===== config.mk =====
export PLATFORM = sky130hd
export DESIGN_NAME = usb_bridge_top
export DESIGN_NICKNAME = d
export VERILOG_FILES = /design/src/hw/bridge_pkg.sv /design/src/hw/capture_handler.sv /design/src/hw/echo_handler.sv /design/src/hw/frame_decoder.sv /design/src/hw/io_output_handler.sv /design/src/hw/upload_framer.sv /design/src/hw/usb_bridge_top.sv
export SDC_FILE = /design/constraint.sdc
export NUM_CORES = 1
export LEC_CHECK = 0
export BUFFER_PORTS_ARGS = -buffer_cell sky130_fd_sc_hd__buf_2
export CAP_MARGIN = 20
export CORE_MARGIN = 2
export CORE_UTILIZATION = 60
export DETAILED_ROUTE_END_ITERATION = 16
export GPL_TIMING_DRIVEN = 0
export PLACE_DENSITY = 0.88
export SYNTH_ARGS = -nofsm -noshare
export SYNTH_HDL_FRONTEND = slang
export SYNTH_HIERARCHICAL = 1
export SYNTH_SLANG_ARGS = --single-unit
export TNS_END_PERCENT = 20

===== constraint.sdc =====
create_clock -name clk -period 10.5 [get_ports clk]
set_input_delay 1.05 -clock clk [delete_from_list [all_inputs] [get_ports clk]]
set_output_delay 1.05 -clock clk [all_outputs]
set_load 0.02 [all_outputs]

===== src/hw/bridge_pkg.sv =====
package bridge_pkg;

    // ============================
    // widths
    // ============================
    typedef logic [7:0]         byte_t;
    typedef logic [15:0]        cmd_len_t;
    typedef logic signed [13:0] dac_sample_t;
    typedef logic [7:0]         pin_pattern_t;
    typedef logic [7:0]         src_id_t;
    // 0 to 16 bytes
    typedef logic [4:0]         rec_len_t;
    typedef logic [3:0]         buf_idx_t;

    // ============================
    // frame constants and opcodes
    // ============================
    localparam byte_t   CMD_HDR0    = 8'hAA;
    localparam byte_t   CMD_HDR1    = 8'h55;
    localparam byte_t   UP_HDR0     = 8'hAA;
    localparam byte_t   UP_HDR1     = 8'h44;
    localparam byte_t   OP_PINS     = 8'h10;
    localparam byte_t   OP_DAC      = 8'h20;
    localparam byte_t   OP_ECHO     = 8'h30;
    localparam byte_t   OP_CAPTURE  = 8'h40;
    localparam src_id_t SRC_ECHO    = 8'h30;
    localparam src_id_t SRC_CAPTURE = 8'h40;

    localparam int REC_MAX        = 16;
    localparam int NUM_SOURCES    = 2;
    localparam int SRC_SEL_W      = $clog2(NUM_SOURCES);
    // header, header, source, length and checksum around the data
    localparam int FRAME_OVERHEAD = 5;
    // 6554 / 8192 is about 0.8
    localparam int DAC_GAIN       = 6554;
    localparam int DAC_GAIN_SHIFT = 13;

    typedef enum logic [2:0] {
        DEC_HDR0, DEC_HDR1, DEC_CMD, DEC_LEN_H, DEC_LEN_L, DEC_PAYLOAD, DEC_CSUM
    } decode_state_t;

    typedef enum logic [2:0] {
        FRM_IDLE, FRM_HDR0, FRM_HDR1, FRM_SOURCE, FRM_LENGTH, FRM_DATA, FRM_CSUM
    } framer_state_t;

    // command bus, one producer and many listeners
    typedef struct packed {
        byte_t    cmd_type;
        cmd_len_t cmd_length;
        byte_t    cmd_data;
        cmd_len_t cmd_index;
        logic     cmd_start;
        logic     cmd_data_valid;
        logic     cmd_done;
        logic     cmd_abort;
    } cmd_bus_t;

    // record offered to the framer
    typedef struct packed {
        logic     req;
        src_id_t  source_id;
        rec_len_t length;
        byte_t    data;
    } upload_src_t;

endpackage


===== src/hw/capture_handler.sv =====
`timescale 1ns/100ps

module capture_handler (
    input  logic                    clk,
    input  logic                    rst_n,
    input  bridge_pkg::cmd_bus_t    cmd_bus,
    input  bridge_pkg::byte_t       dc_in,
    input  logic                    grant,
    input  bridge_pkg::buf_idx_t    rd_idx,
    output bridge_pkg::upload_src_t upload
);
    import bridge_pkg::*;

    byte_t      buffer [REC_MAX];
    rec_len_t   n_q;
    buf_idx_t   wr_idx;
    logic [4:0] hold;
    logic       capturing;
    logic       req_q;
    logic       take;
    logic       busy;
    logic       accept;

    // sample count limited to 1..16
    function automatic rec_len_t clamp_count(input byte_t b);
        if (b == 8'd0) begin
            return 5'd1;
        end
        if (b > REC_MAX) begin
            return 5'(REC_MAX);
        end
        return 5'(b);
    endfunction

    assign busy   = req_q || capturing || (hold != '0);
    assign accept = cmd_bus.cmd_start && (cmd_bus.cmd_type == OP_CAPTURE) && !busy;

    // one dc_in sample per cycle
    always_ff @(posedge clk) begin
        if (capturing) begin
            buffer[wr_idx] <= dc_in;
        end
    end

    always_ff @(posedge clk or negedge rst_n) begin
        if (!rst_n) begin
            take      <= 1'b0;
            n_q       <= 5'd1;
            wr_idx    <= '0;
            capturing <= 1'b0;
            req_q     <= 1'b0;
            hold      <= '0;
        end else begin
            if (cmd_bus.cmd_start) begin
                take <= accept;
                if (accept) begin
                    n_q <= 5'd1;
                end
            end else if (take && cmd_bus.cmd_data_valid && cmd_bus.cmd_index == 16'd0) begin
                n_q <= clamp_count(cmd_bus.cmd_data);
            end else if (take && (cmd_bus.cmd_done || cmd_bus.cmd_abort)) begin
                take      <= 1'b0;
                capturing <= cmd_bus.cmd_done;
                wr_idx    <= '0;
            end
            // last sample taken, offer the record
            if (capturing) begin
                wr_idx <= wr_idx + 4'd1;
                if (5'(wr_idx) == n_q - 5'd1) begin
                    capturing <= 1'b0;
                    req_q     <= 1'b1;
                end
            end
            if (grant) begin
                req_q <= 1'b0;
                hold  <= n_q + 5'(FRAME_OVERHEAD);
            end else if (hold != '0) begin
                hold <= hold - 5'd1;
            end
        end
    end

    always_comb begin
        upload.req       = req_q;
        upload.source_id = SRC_CAPTURE;
        upload.length    = n_q;
        upload.data      = buffer[rd_idx];
    end

endmodule


===== src/hw/echo_handler.sv =====
`timescale 1ns/100ps

module echo_handler (
    input  logic                    clk,
    input  logic                    rst_n,
    input  bridge_pkg::cmd_bus_t    cmd_bus,
    input  logic                    grant,
    input  bridge_pkg::buf_idx_t    rd_idx,
    output bridge_pkg::upload_src_t upload
);
    import bridge_pkg::*;

    byte_t      buffer [REC_MAX];
    rec_len_t   count;
    // cycles left in our upload frame
    logic [4:0] hold;
    logic       req_q;
    logic       take;
    logic       busy;
    logic       accept;

    // record pending or still being framed
    assign busy   = req_q || (hold != '0);
    assign accept = cmd_bus.cmd_start && (cmd_bus.cmd_type == OP_ECHO) && !busy;

    // payload past 16 bytes dropped
    always_ff @(posedge clk) begin
        if (take && cmd_bus.cmd_data_valid && count < REC_MAX) begin
            buffer[count[3:0]] <= cmd_bus.cmd_data;
        end
    end

    always_ff @(posedge clk or negedge rst_n) begin
        if (!rst_n) begin
            take  <= 1'b0;
            count <= '0;
            req_q <= 1'b0;
            hold  <= '0;
        end else begin
            if (cmd_bus.cmd_start) begin
                take <= accept;
                if (accept) begin
                    count <= '0;
                end
            end else if (take && cmd_bus.cmd_data_valid && count < REC_MAX) begin
                count <= count + 5'd1;
            end else if (take && (cmd_bus.cmd_done || cmd_bus.cmd_abort)) begin
                take  <= 1'b0;
                req_q <= cmd_bus.cmd_done;
            end
            // grant ends request, buffer held for the frame
            if (grant) begin
                req_q <= 1'b0;
                hold  <= count + 5'(FRAME_OVERHEAD);
            end else if (hold != '0) begin
                hold <= hold - 5'd1;
            end
        end
    end

    always_comb begin
        upload.req       = req_q;
        upload.source_id = SRC_ECHO;
        upload.length    = count;
        upload.data      = buffer[rd_idx];
    end

endmodule


===== src/hw/frame_decoder.sv =====
`timescale 1ns/100ps

module frame_decoder (
    input  logic                clk,
    input  logic                rst_n,
    input  bridge_pkg::byte_t   usb_data,
    input  logic                usb_data_valid,
    output bridge_pkg::cmd_bus_t cmd_bus
);
    import bridge_pkg::*;

    logic          valid_d;
    logic          byte_stb;
    decode_state_t state;
    byte_t         len_h;
    byte_t         sum;
    cmd_len_t      idx;

    // ============================
    // usb valid edge detect
    // ============================
    always_ff @(posedge clk or negedge rst_n) begin
        if (!rst_n) begin
            valid_d <= 1'b0;
        end else begin
            valid_d <= usb_data_valid;
        end
    end

    // one pulse per new byte
    assign byte_stb = usb_data_valid & ~valid_d;

    // ============================
    // frame FSM
    // ============================
    always_ff @(posedge clk or negedge rst_n) begin
        if (!rst_n) begin
            state   <= DEC_HDR0;
            len_h   <= '0;
            sum     <= '0;
            idx     <= '0;
            cmd_bus <= '0;
        end else begin
            // strobes last one cycle
            cmd_bus.cmd_start      <= 1'b0;
            cmd_bus.cmd_data_valid <= 1'b0;
            cmd_bus.cmd_done       <= 1'b0;
            cmd_bus.cmd_abort      <= 1'b0;
            if (byte_stb) begin
                case (state)
                    DEC_HDR0: begin
                        if (usb_data == CMD_HDR0) begin
                            state <= DEC_HDR1;
                        end
                    end
                    DEC_HDR1: begin
                        // bad second header byte, resync
                        state <= (usb_data == CMD_HDR1) ? DEC_CMD : DEC_HDR0;
                    end
                    DEC_CMD: begin
                        cmd_bus.cmd_type <= usb_data;
                        sum              <= usb_data;
                        state            <= DEC_LEN_H;
                    end
                    DEC_LEN_H: begin
                        len_h <= usb_data;
                        sum   <= sum + usb_data;
                        state <= DEC_LEN_L;
                    end
                    DEC_LEN_L: begin
                        cmd_bus.cmd_length <= {len_h, usb_data};
                        cmd_bus.cmd_start  <= 1'b1;
                        sum                <= sum + usb_data;
                        idx                <= '0;
                        // empty payload skips straight to checksum
                        state <= ({len_h, usb_data} == '0) ? DEC_CSUM : DEC_PAYLOAD;
                    end
                    DEC_PAYLOAD: begin
                        cmd_bus.cmd_data       <= usb_data;
                        cmd_bus.cmd_index      <= idx;
                        cmd_bus.cmd_data_valid <= 1'b1;
                        sum                    <= sum + usb_data;
                        idx                    <= idx + 16'd1;
                        if (idx == cmd_bus.cmd_length - 16'd1) begin
                            state <= DEC_CSUM;
                        end
                    end
                    DEC_CSUM: begin
                        // sum of opcode, length and payload
                        cmd_bus.cmd_done  <= (usb_data == sum);
                        cmd_bus.cmd_abort <= (usb_data != sum);
                        state             <= DEC_HDR0;
                    end
                    default: state <= DEC_HDR0;
                endcase
            end
        end
    end

endmodule


===== src/hw/io_output_handler.sv =====
`timescale 1ns/100ps

module io_output_handler (
    input  logic                    clk,
    input  logic                    rst_n,
    input  bridge_pkg::cmd_bus_t    cmd_bus,
    output bridge_pkg::pin_pattern_t pins,
    output bridge_pkg::dac_sample_t dac_a,
    output bridge_pkg::dac_sample_t dac_b
);
    import bridge_pkg::*;

    pin_pattern_t pins_stg;
    dac_sample_t  a_stg;
    dac_sample_t  b_stg;
    logic         pins_got;
    // one bit per received DAC byte
    logic [3:0]   dac_got;

    // scale to about 0.8 then flip sign bit for offset binary
    function automatic dac_sample_t to_offset(input dac_sample_t s);
        logic signed [27:0] prod;
        logic signed [27:0] scaled;
        prod   = 28'(s) * 28'(DAC_GAIN);
        scaled = prod >>> DAC_GAIN_SHIFT;
        return {~scaled[13], scaled[12:0]};
    endfunction

    // ============================
    // staging
    // ============================
    always_ff @(posedge clk) begin
        if (cmd_bus.cmd_data_valid) begin
            if (cmd_bus.cmd_type == OP_PINS && cmd_bus.cmd_index == 16'd0) begin
                pins_stg <= cmd_bus.cmd_data;
            end
            if (cmd_bus.cmd_type == OP_DAC) begin
                // high byte first, low 14 bits kept
                case (cmd_bus.cmd_index)
                    16'd0:   a_stg[13:8] <= cmd_bus.cmd_data[5:0];
                    16'd1:   a_stg[7:0]  <= cmd_bus.cmd_data;
                    16'd2:   b_stg[13:8] <= cmd_bus.cmd_data[5:0];
                    16'd3:   b_stg[7:0]  <= cmd_bus.cmd_data;
                    default: ;
                endcase
            end
        end
    end

    always_ff @(posedge clk or negedge rst_n) begin
        if (!rst_n) begin
            pins_got <= 1'b0;
            dac_got  <= '0;
        end else if (cmd_bus.cmd_start || cmd_bus.cmd_abort) begin
            // new or broken frame drops staged state
            pins_got <= 1'b0;
            dac_got  <= '0;
        end else if (cmd_bus.cmd_data_valid) begin
            if (cmd_bus.cmd_type == OP_PINS && cmd_bus.cmd_index == 16'd0) begin
                pins_got <= 1'b1;
            end
            if (cmd_bus.cmd_type == OP_DAC && cmd_bus.cmd_index < 16'd4) begin
                dac_got[cmd_bus.cmd_index[1:0]] <= 1'b1;
            end
        end
    end

    // ============================
    // commit on good checksum
    // ============================
    always_ff @(posedge clk or negedge rst_n) begin
        if (!rst_n) begin
            pins  <= '0;
            // offset binary zero
            dac_a <= 14'h2000;
            dac_b <= 14'h2000;
        end else if (cmd_bus.cmd_done) begin
            if (cmd_bus.cmd_type == OP_PINS && pins_got) begin
                pins <= pins_stg;
            end
            if (cmd_bus.cmd_type == OP_DAC && (&dac_got)) begin
                dac_a <= to_offset(a_stg);
                dac_b <= to_offset(b_stg);
            end
        end
    end

endmodule


===== src/hw/upload_framer.sv =====
`timescale 1ns/100ps

module upload_framer (
    input  logic                    clk,
    input  logic                    rst_n,
    input  bridge_pkg::upload_src_t echo_src,
    input  bridge_pkg::upload_src_t capture_src,
    output logic                    echo_grant,
    output logic                    capture_grant,
    output bridge_pkg::buf_idx_t    rd_idx,
    output bridge_pkg::byte_t       usb_upload_data,
    output logic                    usb_upload_valid
);
    import bridge_pkg::*;

    upload_src_t            srcs [NUM_SOURCES];
    logic [SRC_SEL_W-1:0]   pick;
    logic [SRC_SEL_W-1:0]   sel_q;
    logic [NUM_SOURCES-1:0] grant_vec;
    logic                   any_req;
    framer_state_t          state;
    src_id_t                src_id_q;
    rec_len_t               len_q;
    byte_t                  sum;

    // index order sets priority
    assign srcs[0] = echo_src;
    assign srcs[1] = capture_src;

    // ============================
    // fixed priority, higher index wins
    // ============================
    always_comb begin
        pick    = '0;
        any_req = 1'b0;
        for (int i = 0; i < NUM_SOURCES; i++) begin
            if (srcs[i].req) begin
                pick    = SRC_SEL_W'(i);
                any_req = 1'b1;
            end
        end
    end

    // grant only while idle
    assign grant_vec     = (state == FRM_IDLE && any_req) ? (NUM_SOURCES'(1) << pick) : '0;
    assign echo_grant    = grant_vec[0];
    assign capture_grant = grant_vec[1];

    // winner record latched at grant
    always_ff @(posedge clk) begin
        if (state == FRM_IDLE && any_req) begin
            sel_q    <= pick;
            src_id_q <= srcs[pick].source_id;
            len_q    <= srcs[pick].length;
        end
    end

    // ============================
    // frame FSM, one byte per cycle
    // ============================
    always_ff @(posedge clk or negedge rst_n) begin
        if (!rst_n) begin
            state  <= FRM_IDLE;
            rd_idx <= '0;
            sum    <= '0;
        end else begin
            case (state)
                FRM_IDLE:   if (any_req) state <= FRM_HDR0;
                FRM_HDR0:   state <= FRM_HDR1;
                FRM_HDR1:   state <= FRM_SOURCE;
                FRM_SOURCE: begin
                    sum   <= src_id_q;
                    state <= FRM_LENGTH;
                end
                FRM_LENGTH: begin
                    sum    <= sum + {3'b000, len_q};
                    rd_idx <= '0;
                    state  <= (len_q == '0) ? FRM_CSUM : FRM_DATA;
                end
                FRM_DATA: begin
                    sum    <= sum + srcs[sel_q].data;
                    rd_idx <= rd_idx + 4'd1;
                    if (5'(rd_idx) == len_q - 5'd1) begin
                        state <= FRM_CSUM;
                    end
                end
                default:    state <= FRM_IDLE;
            endcase
        end
    end

    // byte of the current state
    always_comb begin
        case (state)
            FRM_HDR0:   usb_upload_data = UP_HDR0;
            FRM_HDR1:   usb_upload_data = UP_HDR1;
            FRM_SOURCE: usb_upload_data = src_id_q;
            FRM_LENGTH: usb_upload_data = {3'b000, len_q};
            FRM_DATA:   usb_upload_data = srcs[sel_q].data;
            FRM_CSUM:   usb_upload_data = sum;
            default:    usb_upload_data = '0;
        endcase
    end

    assign usb_upload_valid = (state != FRM_IDLE);

endmodule


===== src/hw/usb_bridge_top.sv =====
`timescale 1ns/100ps

module usb_bridge_top (
    input  logic                     clk,
    input  logic                     rst_n,
    input  bridge_pkg::byte_t        usb_data,
    input  logic                     usb_data_valid,
    input  bridge_pkg::byte_t        dc_in,
    output bridge_pkg::pin_pattern_t pins,
    output bridge_pkg::dac_sample_t  dac_a,
    output bridge_pkg::dac_sample_t  dac_b,
    output bridge_pkg::byte_t        usb_upload_data,
    output logic                     usb_upload_valid
);
    import bridge_pkg::*;

    cmd_bus_t    cmd_bus;
    upload_src_t echo_up;
    upload_src_t capture_up;
    logic        echo_grant;
    logic        capture_grant;
    buf_idx_t    rd_idx;

    // ============================
    // decode
    // ============================
    frame_decoder u_decoder (
        .clk            (clk),
        .rst_n          (rst_n),
        .usb_data       (usb_data),
        .usb_data_valid (usb_data_valid),
        .cmd_bus        (cmd_bus)
    );

    // ============================
    // handlers
    // ============================
    io_output_handler u_io (
        .clk     (clk),
        .rst_n   (rst_n),
        .cmd_bus (cmd_bus),
        .pins    (pins),
        .dac_a   (dac_a),
        .dac_b   (dac_b)
    );

    echo_handler u_echo (
        .clk     (clk),
        .rst_n   (rst_n),
        .cmd_bus (cmd_bus),
        .grant   (echo_grant),
        .rd_idx  (rd_idx),
        .upload  (echo_up)
    );

    capture_handler u_capture (
        .clk     (clk),
        .rst_n   (rst_n),
        .cmd_bus (cmd_bus),
        .dc_in   (dc_in),
        .grant   (capture_grant),
        .rd_idx  (rd_idx),
        .upload  (capture_up)
    );

    // ============================
    // upload
    // ============================
    upload_framer u_framer (
        .clk              (clk),
        .rst_n            (rst_n),
        .echo_src         (echo_up),
        .capture_src      (capture_up),
        .echo_grant       (echo_grant),
        .capture_grant    (capture_grant),
        .rd_idx           (rd_idx),
        .usb_upload_data  (usb_upload_data),
        .usb_upload_valid (usb_upload_valid)
    );

endmodule


; Word-level counts from Yosys, hierarchy flattened
; Memories as Yosys holds them, arrays and structs flattened.
; Index checks and enable logic that the tools add are counted.
[totals]
register_bits = 223
latch_bits = 0
ram_bits = 256
mem_bits_ro = 0
in_bits = 19
output_inout_bits = 45
mem_count = 2
[memory_table]
columns = name, depth, word_bits, rd, rd_ports_with_merged_regs, write_ports, line_no
row1 = u_capture.buffer, 16, 8, 1, 0, 1, capture_handler.sv:14  ; byte_t buffer [REC_MAX];
row2 = u_echo.buffer, 16, 8, 1, 0, 1, echo_handler.sv:13  ; byte_t buffer [REC_MAX];
[classes]
addsub = 14
n_mul = 2
n_div = 0
magnitude_cmp = 7
eq_ne = 38
shifts = 1
n_mux = 83
bitwise = 7
reduce_logical = 75
[op_table]
columns = op, count
row1 = $mux W5, 14
row2 = $mul A14 B13 Y26 const B, 2
row3 = $pmux W8 S6, 1
row4 = $mux W21, 2
row5 = $mux W1, 38
row6 = $pmux W3 S6, 2
row7 = $reduce_and A2 Y1, 17
row8 = $eq A16 B2 Y1 const B, 2
row9 = $logic_not A16 Y1, 2
row10 = $mux W4, 8
row11 = $pmux W16 S2, 1
row12 = $reduce_bool A2 Y1, 16
row13 = $mux W8, 3
row14 = $pmux W8 S3, 1
row15 = $reduce_and A3 Y1, 7
row16 = $mux W20, 1
row17 = $ne A2 B1 Y1 const B, 10
row18 = $sub A5 B1 Y5 const B, 4
row19 = $eq A3 B3 Y1 const B, 6
row20 = $add A16 B1 Y16 const B, 1
row21 = $add A8 B8 Y8, 2
row22 = $eq A16 B1 Y1 const B, 1
row23 = $eq A16 B16 Y1, 1
row24 = $eq A8 B6 Y1 const B, 2
row25 = 40 further kinds, 83

; Depth between registers and ports, before layout
; Gate-level depths: netlist of run 1.
[logic_depth]
depth_word = 11
ltp_mapped = 17

; By module
; The synthesis of run 1 kept the hierarchy.
[by_module_without_submodules]
columns = module, n_inst, cells_each, area_per_inst_um2
row1 = io_output_handler, 1, 829, 8742.1
row2 = capture_handler, 1, 346, 6189.7
row3 = echo_handler, 1, 310, 5713.0
row4 = frame_decoder, 1, 422, 4561.9
row5 = upload_framer, 1, 213, 2084.5

; Least setup slack after synthesis of run 1
; No wires, ideal clock.
[synth_timing]
path_type = register to register
start = register u_io.b_stg[2]
end = register u_io.dac_b[12]
setup_ns = 0.146
arrival_ns = 4.532
slack_ns = 5.822
path_stages_with_launch = 18
path_buffers = 0
period_less_slack_ns = 4.678
cell_sequence = edfxtp_1 -> ha_1 -> inv_1 -> fa_1 -> inv_1 -> fa_1 -> fa_1 -> inv_1 -> fa_1 -> inv_1 -> ha_1 -> a21o_1 -> a21o_1 -> a21oi_1 -> o21ai_1 -> a31oi_1 -> mux2i_1 -> o311ai_0
[synth_between]
elab_chain_len = 1
[synth_rtl]
columns = element, line_no
row1 = from (decl), io_output_handler.sv:15  ; dac_sample_t b_stg;
row2 = from (signal assigned), io_output_handler.sv:43  ; 16'd3: b_stg[7:0] <= cmd_bus.cmd_data;
row3 = $mul A14 B13 Y26, io_output_handler.sv:24  ; prod = 28'(s) * 28'(DAC_GAIN);
row4 = to (signal assigned), io_output_handler.sv:83  ; dac_b <= to_offset(b_stg);
row5 = to (decl), io_output_handler.sv:9  ; output bridge_pkg::dac_sample_t dac_b
; Every way passes these cells.
; A chain may end at the register's enable or synchronous reset.

; Worst setup path in the final report of run 1
; Same ends and word-level chain as after synthesis.

==> impl_summary.txt, run 1 <==
----------------------------------------------------
[Outcome]
  Status ... finished clean

[Worst hold path]
  Kind of path behind the tightest hold check ... input pin to async pin

[Power and ir drop]
  Static leakage ... 0.0134 µW
  Proportion of power drawn by the clock network ... 46.0%
  Net switching power ... 828 µW
  Sequential cell fraction of total power ... 51.8%
  Highest ir drop seen on vdd ... 0.130 mV
  Net Sw Frac ... 21.3%
  Cell-internal power ... 3050 µW
  Fraction of power consumed by combinational cells ... 2.2%
  Total power divided by cell area ... 129 nW/µm²

[Drt]
  Post-detailed-route count of antenna-violating nets ... 0
  Routed via count ... 17900
  Total wire length ... 62800 µm
  Routed wirelength normalized by instance count ... 21.7 µm
  Ratio of routed vias to standard cells ... 6.20
  Number of DRC markers in iteration 0 ... 1749
  First-pass detailed-route iteration total ... 7
  Detailed-route DRC error count ... 0

[Worst setup path]
  Critical path data arrival time ... 5.71 ns
  Minimum setup slack among reg-to-reg paths ... 5.25 ns
  Worst setup path start ... u_io/b_stg[2]
  Worst Setup End Kind ... flip-flop
  Endpoint required time on the critical path ... 10.96 ns
  Master of the slowest instance on the critical path ... sky130_fd_sc_hd__fa_1
  Critical path endpoint ... u_io/dac_b[12]
  Slowest cell delay on critical path ... 0.55 ns
  Series of cell instances along the critical path ... ha_1, inv_1, fa_1, inv_1, fa_1, fa_1, inv_1, fa_1, inv_1, ha_1, a21o_1, a21o_1, a21oi_1, o21ai_1, a31oi_1, mux2i_1, o311ai_0
  Nature of the critical path startpoint ... flip-flop
  Reg2Reg Launch Point ... u_io/b_stg[2]
  Critical path class ... flip-flop to flip-flop
  Worst Reg2Reg Path Length in Cells ... 17
  Critical register-to-register path endpoint ... u_io/dac_b[12]
  Highest net fanout along the worst path ... 5

[Finish]
  Final cell count without fillers ... 2890
  Commonest non-fill, non-tap cells in the layout ... sky130_fd_sc_hd__edfxtp_1 (306), sky130_fd_sc_hd__inv_1 (187), sky130_fd_sc_hd__ha_1 (171), sky130_fd_sc_hd__dfrtp_1 (170), sky130_fd_sc_hd__nand2_1 (154)
  Most common cell after layout, fill and taps aside ... sky130_fd_sc_hd__edfxtp_1
  Share of layout cells above drive strength 1 ... 16.4%
  Antenna Cells ... 0
  Post-route design area ... 30100 µm²
  Synth-to-Final Area Change ... 10.3%
  Net count reported at finish ... 2538

[GRT]
  Total gr overflow ... 0
  Number of antenna violations at the first check in global routing ... 1
  Aggregate global-route resource usage ... 27.1%
  Wire length of the first global-routing pass ... 99900 µm
  Maximum number of pins on one net before global-route repair ... 102
  Global-route track usage on met3 ... 4.33%
  Grt peak-use layer ... met2
  Global Route met2 Usage ... 46.2%
  Routing usage on met1 ... 35.1%
  Vias in the first global route ... 18500

[Synthesis]
  Number of unique standard cell types used by synthesis ... 96
  Predominant post-synthesis flop cell ... sky130_fd_sc_hd__edfxtp_1
  Number of synthesized flops with an enable pin ... 306
  Mean area per synthesized cell ... 12.9 µm²
  Summed instance area of the synthesized netlist ... 27300 µm²
  Cell count after synthesis ... 2120
  Share of the yosys chip area belonging to registers ... 49.5%
  Count of warnings emitted by yosys ... 6
  Post-synth ARST share ... 36.1%
  Number of flip-flops and latches in the synthesized netlist ... 479

[Clocking]
  Root Buffer ... sky130_fd_sc_hd__clkbuf_16
  Number of gates resized after cts ... 0
  Number of buffers added for setup after CTS ... 0
  Maximum number of buffers from clock root to sink ... 3
  TritonCTS clock tree ... built
  Deepest level of the CTS H-tree ... 2
  CTS hold repair buffers ... 0
  Clock latency of the later-clocked register in the worst-skew pair ... 0.60 ns
  Reg clk slew, reported paths ... 0.07 ns
  CTS sink cnt ... 479
  Total clock buffers created by CTS ... 48

[Floorplanning]
  Placeable core area ... 45100 µm²
  Ports ... 64
  Effective utilization at floorplan ... 60.5%
  Horiz. Die Dim ... 217 µm
  Count of standard-cell rows ... 78
  Die Height ... 217 µm
  DIE AREA ... 47200 µm²

[Placed design]
  Worst-case setup slack after placement ... 5.33 ns
  Count of buffers inserted at the top-level ports ... 62
  Area after DPL ... 28400 µm²
  Detailed-placement wirelength estimate ... 43000 µm
  Inst Count DP ... 2797
  Final estimated routing congestion in global placement ... 0.903

[STA]
  Min Clock Period, post-route ... 5.25 ns
  Max frequency ... 190 MHz
  WHS ... 0.401 ns
  Number of max-slew violations in the final report ... 0
  Setup repair after global routing missed its margin ... false
  Period Utilization, post-route ... 50.0%
  Actual slew at the worst max-slew pin ... 1.11 ns
  Number of hold violations in the final report ... 0
  Setup TNS ... 0 ns
  Clock Skew ... 0.0189 ns
  Max_slew headroom ... 25.8%
  Endpoints failing setup ... 0
  Final setup margin ... 5.25 ns

[Job]
  Max-Cap Viols ... 0

----------------------------------------------------
-- Yosys cell counts (all sizes together) (4+ instances only) --
library cell,instances,share of area [%]
edfxtp,306,34
inv,189,2.6
ha,171,7.8
dfrtp,170,16
nand2,154,2.1
o21ai,109,2.0
fa,98,7.2
nor2,94,1.3
mux2,80,3.3
mux4,72,5.9
a21oi,68,1.2
xnor2,67,2.2
buf,57,1.3
xor2,48,1.5
clkbuf,35,0.50
mux2i,35,1.3
a21o,33,0.91
nor3,29,0.67
nand3,26,0.50
a22oi,25,0.69
nor4,22,0.68
nand2b,20,0.46
nand4,20,0.56
nor2b,20,0.46
a22o,14,0.45
o31ai,14,0.39
a31oi,11,0.25
and3,10,0.23
and2,9,0.21
a211oi,8,0.26
nor4b,8,0.40
o22ai,7,0.16
or4,7,0.23
and4,6,0.19
nand3b,6,0.21
nor3b,6,0.20
o211ai,6,0.17
o21a,6,0.17
a21boi,4,0.12
a32o,4,0.15
conb,4,0.055
nand4b,4,0.13
-- layer usage --
| metal | wire length (µm) | vias up |
|---|---|---|
| met4 | 2290 | 2 |
| li1 | - | 7926 |
| met3 | 4840 | 180 |
| met5 | 8 | - |
| met1 | 24200 | 8979 |
| met2 | 31500 | 827 |
-- critical path, delay by kind of cell, from the launching register on --
kind                     cells  cell delay, ns
AO/OA/AOI/OAI                6            1.34
flip-flops                   1            0.45
multiplexers                 1            0.26
adder cells (fa/ha/maj)      6            2.84
buffers and inverters        4            0.24
-- registers in the layout, summed over array words and instances, names as in the netlist, 14 cells and up --
| name | count |
|---|---|
| u_capture/buffer | 128 |
| u_decoder/cmd_bus | 52 |
| u_decoder/idx | 16 |
| u_echo/buffer | 128 |
| u_io/a_stg | 14 |
| u_io/b_stg | 14 |
| u_io/dac_a | 14 |
| u_io/dac_b | 14 |
-- worst min path at each step --
stage | startpoint | end | slack, ns | depth (start not counted)
finish | rst_n | u_io/dac_b[2] | 0.40 | 1
global placement | u_io/dac_a[8] | u_io/dac_a[8] | 0.46 | 2
floorplan | u_io/pins_stg[0] | u_io/pins[0] | 0.46 | 1
CTS | rst_n | u_io/dac_b[0] | 0.41 | 1
global route | rst_n | u_io/pins[2] | 0.44 | 1
detailed placement | u_io/pins_stg[2] | u_io/pins[2] | 0.47 | 1
-- through the flow --
| step | utilization [%] | total power (µW) |
|---|---|---|
| 5_1_grt | 66.8 | 3980 |
| 6_report | 66.8 | 3880 |
| 4_1_cts | 66.7 | 3900 |
| 2_1_floorplan | - | 2090 |
| 3_5_place_dp | 63.1 | 2130 |
| 3_3_place_gp | 63.0 | 2130 |
-- cell type report --
cell class / count / area, µm²
fill: 2954 / 15000
sequential: 479 / 13500
multi-input combinational: 1372 / 12600
clock buffer: 58 / 1310
tap: 600 / 751
inverter: 189 / 709
buffer: 92 / 485
timing repair buffer: 68 / 378
clock inverter: 32 / 332
-- power by group through the flow --
stage	Combinational [µW]	Clock, µW	Sequential [µW]
finish	85.8	1780	2010
global route	94.2	1880	2010
CTS	84.2	1810	2010
detailed placement	83.9	0	2050
global placement	77.8	0	2050
floorplan	41.1	0	2050
-- logic make-up (layout without fill, tap and decap cells) --
logic type | after synthesis | in the layout | synth area share, %
flip-flops | 479 | 479 | 49.5
AND/OR/NAND/NOR | 451 | 451 | 8.88
AO/OA/AOI/OAI | 334 | 334 | 7.83
buffers and inverters | 281 | 439 | 4.38
adder cells (fa/ha/maj) | 269 | 269 | 15.0
multiplexers | 187 | 187 | 10.5
XOR/XNOR | 115 | 115 | 3.76
other | 4 | 16 | 0.0550
Note: power is estimated with default switching activity, not from simulation.
==> run 2: changes to the inputs <==
--- a/config.mk
+++ b/config.mk
@@ -5,6 +5,7 @@
 export SDC_FILE = /design/constraint.sdc
 export NUM_CORES = 1
 export LEC_CHECK = 0
+export ABC_AREA = 1
 export BUFFER_PORTS_ARGS = -buffer_cell sky130_fd_sc_hd__buf_2
 export CAP_MARGIN = 20
 export CORE_MARGIN = 2
==> constraint.sdc (replaced) <==
create_clock -name clk -period 4.93 [get_ports clk]
set_input_delay 0.493 -clock clk [delete_from_list [all_inputs] [get_ports clk]]
set_output_delay 0.493 -clock clk [all_outputs]
set_load 0.02 [all_outputs]
==> run 2 against run 1 <==
  * Flip-flop and latch count is the same
  * Core utilization rose by 0.18 points
  * Cell count rose by 39%
  * Synthesized cell count up 52%
  * Critical path type unchanged
==> impl_summary.txt, run 2 <==
----------------------------------------------------
[STA]
  Period Utilization, post-route ... 95.2%
  Number of max-slew violations in the final report ... 0
  Min Clock Period, post-route ... 4.69 ns
  Max frequency ... 213 MHz
  Number of hold violations in the final report ... 0
  WHS ... 0.202 ns
  Setup repair after global routing missed its margin ... false
  Setup TNS ... 0 ns
  Max_slew headroom ... 26.8%
  Final setup margin ... 0.238 ns
  Clock Skew ... 0.0223 ns
  Endpoints failing setup ... 0
  Actual slew at the worst max-slew pin ... 1.10 ns

[GRT]
  Aggregate global-route resource usage ... 28.4%
  Total gr overflow ... 0
  Global Route met2 Usage ... 48.2%
  Routing usage on met1 ... 37.8%
  Global-route track usage on met3 ... 4.17%
  Number of antenna violations at the first check in global routing ... 0
  Maximum number of pins on one net before global-route repair ... 92
  Grt peak-use layer ... met2
  Wire length of the first global-routing pass ... 113000 µm
  Vias in the first global route ... 22100

[Floorplanning]
  Ports ... 64
  Die Height ... 224 µm
  Placeable core area ... 47800 µm²
  Effective utilization at floorplan ... 60.9%
  Count of standard-cell rows ... 80
  Horiz. Die Dim ... 224 µm
  DIE AREA ... 50300 µm²

[Placed design]
  Inst Count DP ... 3924
  Final estimated routing congestion in global placement ... 0.973
  Count of buffers inserted at the top-level ports ... 63
  Detailed-placement wirelength estimate ... 50300 µm
  Worst-case setup slack after placement ... 0.0301 ns

[Worst setup path]
  Minimum setup slack among reg-to-reg paths ... 0.24 ns
  Worst Reg2Reg Path Length in Cells ... 15
  Master of the slowest instance on the critical path ... sky130_fd_sc_hd__fa_1
  Critical path data arrival time ... 5.18 ns
  Highest net fanout along the worst path ... 5
  Critical path class ... flip-flop to flip-flop
  Endpoint required time on the critical path ... 5.42 ns
  Nature of the critical path startpoint ... flip-flop
  Slowest cell delay on critical path ... 0.54 ns
  Worst Setup End Kind ... flip-flop
  Critical register-to-register path endpoint ... u_io/dac_a[12]
  Series of cell instances along the critical path ... ha_1, fa_1, fa_1, inv_1, fa_1, fa_1, inv_1, ha_1, a21oi_1, a21boi_1, nand2_1, nand2_1, nand4_1, nand3_1, nand2_1
  Reg2Reg Launch Point ... u_io/a_stg[4]
  Crit path top cell by count ... sky130_fd_sc_hd__fa_1

[Finish]
  Largest registers ... u_capture/buffer x128, u_echo/buffer x128, u_decoder/cmd_bus x52
  Net count reported at finish ... 3659
  Most common cell after layout, fill and taps aside ... sky130_fd_sc_hd__nand2_1
  FF+latch area ... 13500 µm²
  Final cell count without fillers ... 4025
  Final Core Density ... 67.0%
  Share of layout cells above drive strength 1 ... 8.94%
  Antenna Cells ... 0
  Commonest non-fill, non-tap cells in the layout ... sky130_fd_sc_hd__nand2_1 (821), sky130_fd_sc_hd__inv_1 (457), sky130_fd_sc_hd__edfxtp_1 (306), sky130_fd_sc_hd__nor2_1 (236), sky130_fd_sc_hd__nand3_1 (227)
  Multi-input combinational cell area ... 13400 µm²
  Synth-to-Final Area Change ... 9.97%
  Filler cell count in the final layout ... 3468

[Clocking]
  Total clock buffers created by CTS ... 49
  Root Buffer ... sky130_fd_sc_hd__clkbuf_16
  Deepest level of the CTS H-tree ... 2
  Clock latency of the later-clocked register in the worst-skew pair ... 0.60 ns
  Reg clk slew, reported paths ... 0.06 ns
  TritonCTS clock tree ... built
  CTS sink cnt ... 479
  Maximum number of buffers from clock root to sink ... 3

[Synthesis]
  Top-count cell post-synth ... sky130_fd_sc_hd__nand2_1
  Proportion of netlist area held by the largest area contributor ... 31.5%
  Top cells by count, synth ... sky130_fd_sc_hd__nand2_1 (821), sky130_fd_sc_hd__inv_1 (457), sky130_fd_sc_hd__edfxtp_1 (306)
  Number of unique standard cell types used by synthesis ... 61
  Summed instance area of the synthesized netlist ... 29100 µm²
  Post-synth ARST share ... 36.1%
  Number of synthesized flops with an enable pin ... 306
  Cell types occupying the most area after synthesis ... sky130_fd_sc_hd__edfxtp_1 (32%), sky130_fd_sc_hd__dfrtp_1 (15%), sky130_fd_sc_hd__nand2_1 (11%), sky130_fd_sc_hd__ha_1 (7.3%), sky130_fd_sc_hd__fa_1 (6.7%)
  Predominant post-synthesis flop cell ... sky130_fd_sc_hd__edfxtp_1
  Number of flip-flops and latches in the synthesized netlist ... 479
  Count of warnings emitted by yosys ... 6
  Cell count after synthesis ... 3232
  Share of the yosys chip area belonging to registers ... 46.4%
  Leading area contributor after synthesis ... sky130_fd_sc_hd__edfxtp_1
  Mean area per synthesized cell ... 9.01 µm²

[Outcome]
  Status ... finished clean

[Power and ir drop]
  Proportion of power drawn by the clock network ... 42.8%
  Highest ir drop seen on vdd ... 0.384 mV
  Net switching power ... 1940 µW
  Sequential cell fraction of total power ... 52.5%
  Total power divided by cell area ... 265 nW/µm²
  Static leakage ... 0.0149 µW
  Net Sw Frac ... 22.9%
  Fraction of power consumed by combinational cells ... 4.7%
  Cell-internal power ... 6540 µW

[Drt]
  First-pass detailed-route iteration total ... 8
  Post-detailed-route count of antenna-violating nets ... 0
  Ratio of routed vias to standard cells ... 5.76
  Detailed-route DRC error count ... 0
  Number of DRC markers in iteration 0 ... 2393
  Total wire length ... 71600 µm
  Routed via count ... 23200
  Routed wirelength normalized by instance count ... 17.8 µm

[Worst hold path]
  Number of cells on the worst hold path ... 3
  Worst Hold Path EP ... u_decoder/cmd_bus[35]
  Kind of path behind the tightest hold check ... input pin to flip-flop
  Hold path startpoint ... usb_data[7]

[Job]
  Max-Cap Viols ... 0

----------------------------------------------------
-- run 2: stage by stage --
step	total power, µW	area, µm²
finish	8480	32000
CTS	8500	31900
detailed placement	4910	30300
global placement	4890	30300
global route	8730	32000
floorplan	4730	29200
-- run 2: cells by family after synthesis --
family	Yosys count	synth area share [%]
and+or+nand+nor	1427	21.0
buffers and inverters	567	7.98
DFF	479	46.4
AOI/OAI and AO/OA	407	7.99
adders and majority gates	269	14.1
xor gates and xnor gates	68	2.04
muxes	11	0.421
other	4	0.0515
-- run 2: layout make-up --
class / count / area share (%)
well taps: 615 / 2.40
clock buffers: 62 / 3.98
inverters: 478 / 5.61
plain buffers: 89 / 1.66
repair buffers: 76 / 1.50
clock inverters: 28 / 0.922
multi-input cells: 2198 / 41.7
flip-flops and latches: 479 / 42.2
-- run 2: power groups by stage --
| stage | Combinational (µW) | Clock, µW | Sequential (µW) |
|---|---|---|---|
| finish | 402 | 3630 | 4450 |
| global placement | 360 | 0 | 4530 |
| floorplan | 237 | 0 | 4490 |
| global route | 449 | 3820 | 4460 |
| detailed placement | 376 | 0 | 4530 |
| CTS | 381 | 3670 | 4450 |
-- run 2: worst max-delay path by stage --
stage | end | slack [ns] | from
6_report | u_io/dac_a[12] | 0.24 | u_io/a_stg[4]
5_1_grt | u_io/dac_b[13] | 0.002 | u_io/b_stg[2]
4_1_cts | u_io/dac_a[2] | 0.11 | u_io/a_stg[2]
3_5_place_dp | u_io/dac_b[13] | 0.03 | u_io/b_stg[13]
3_3_place_gp | u_io/dac_b[13] | 0.06 | u_io/b_stg[13]
2_1_floorplan | u_io/dac_b[11] | 0.66 | u_io/b_stg[2]
-- run 2: what timing repair did --
item                       in CTS  in global routing
setup endpoints to repair       1                 11
hold buffers                    2                  0
hold endpoints to repair       89                  0
setup buffers                   0                  5
resized for setup               1                 10
-- run 2: worst max-delay path: cells and delay by family (launching register included) --
kind,cells,cell delay [ns]
adder cells (fa/ha/maj),6,2.85
flip-flops,1,0.51
buffers and inverters,2,0.11
AO/OA/AOI/OAI,2,0.68
AND/OR/NAND/NOR,5,0.44
-- run 2: metal layers --
metal,wire (µm),vias to the layer above
met3,5620,183
met5,0,-
met4,2330,0
met1,28700,11100
li1,-,10800
met2,35000,1089
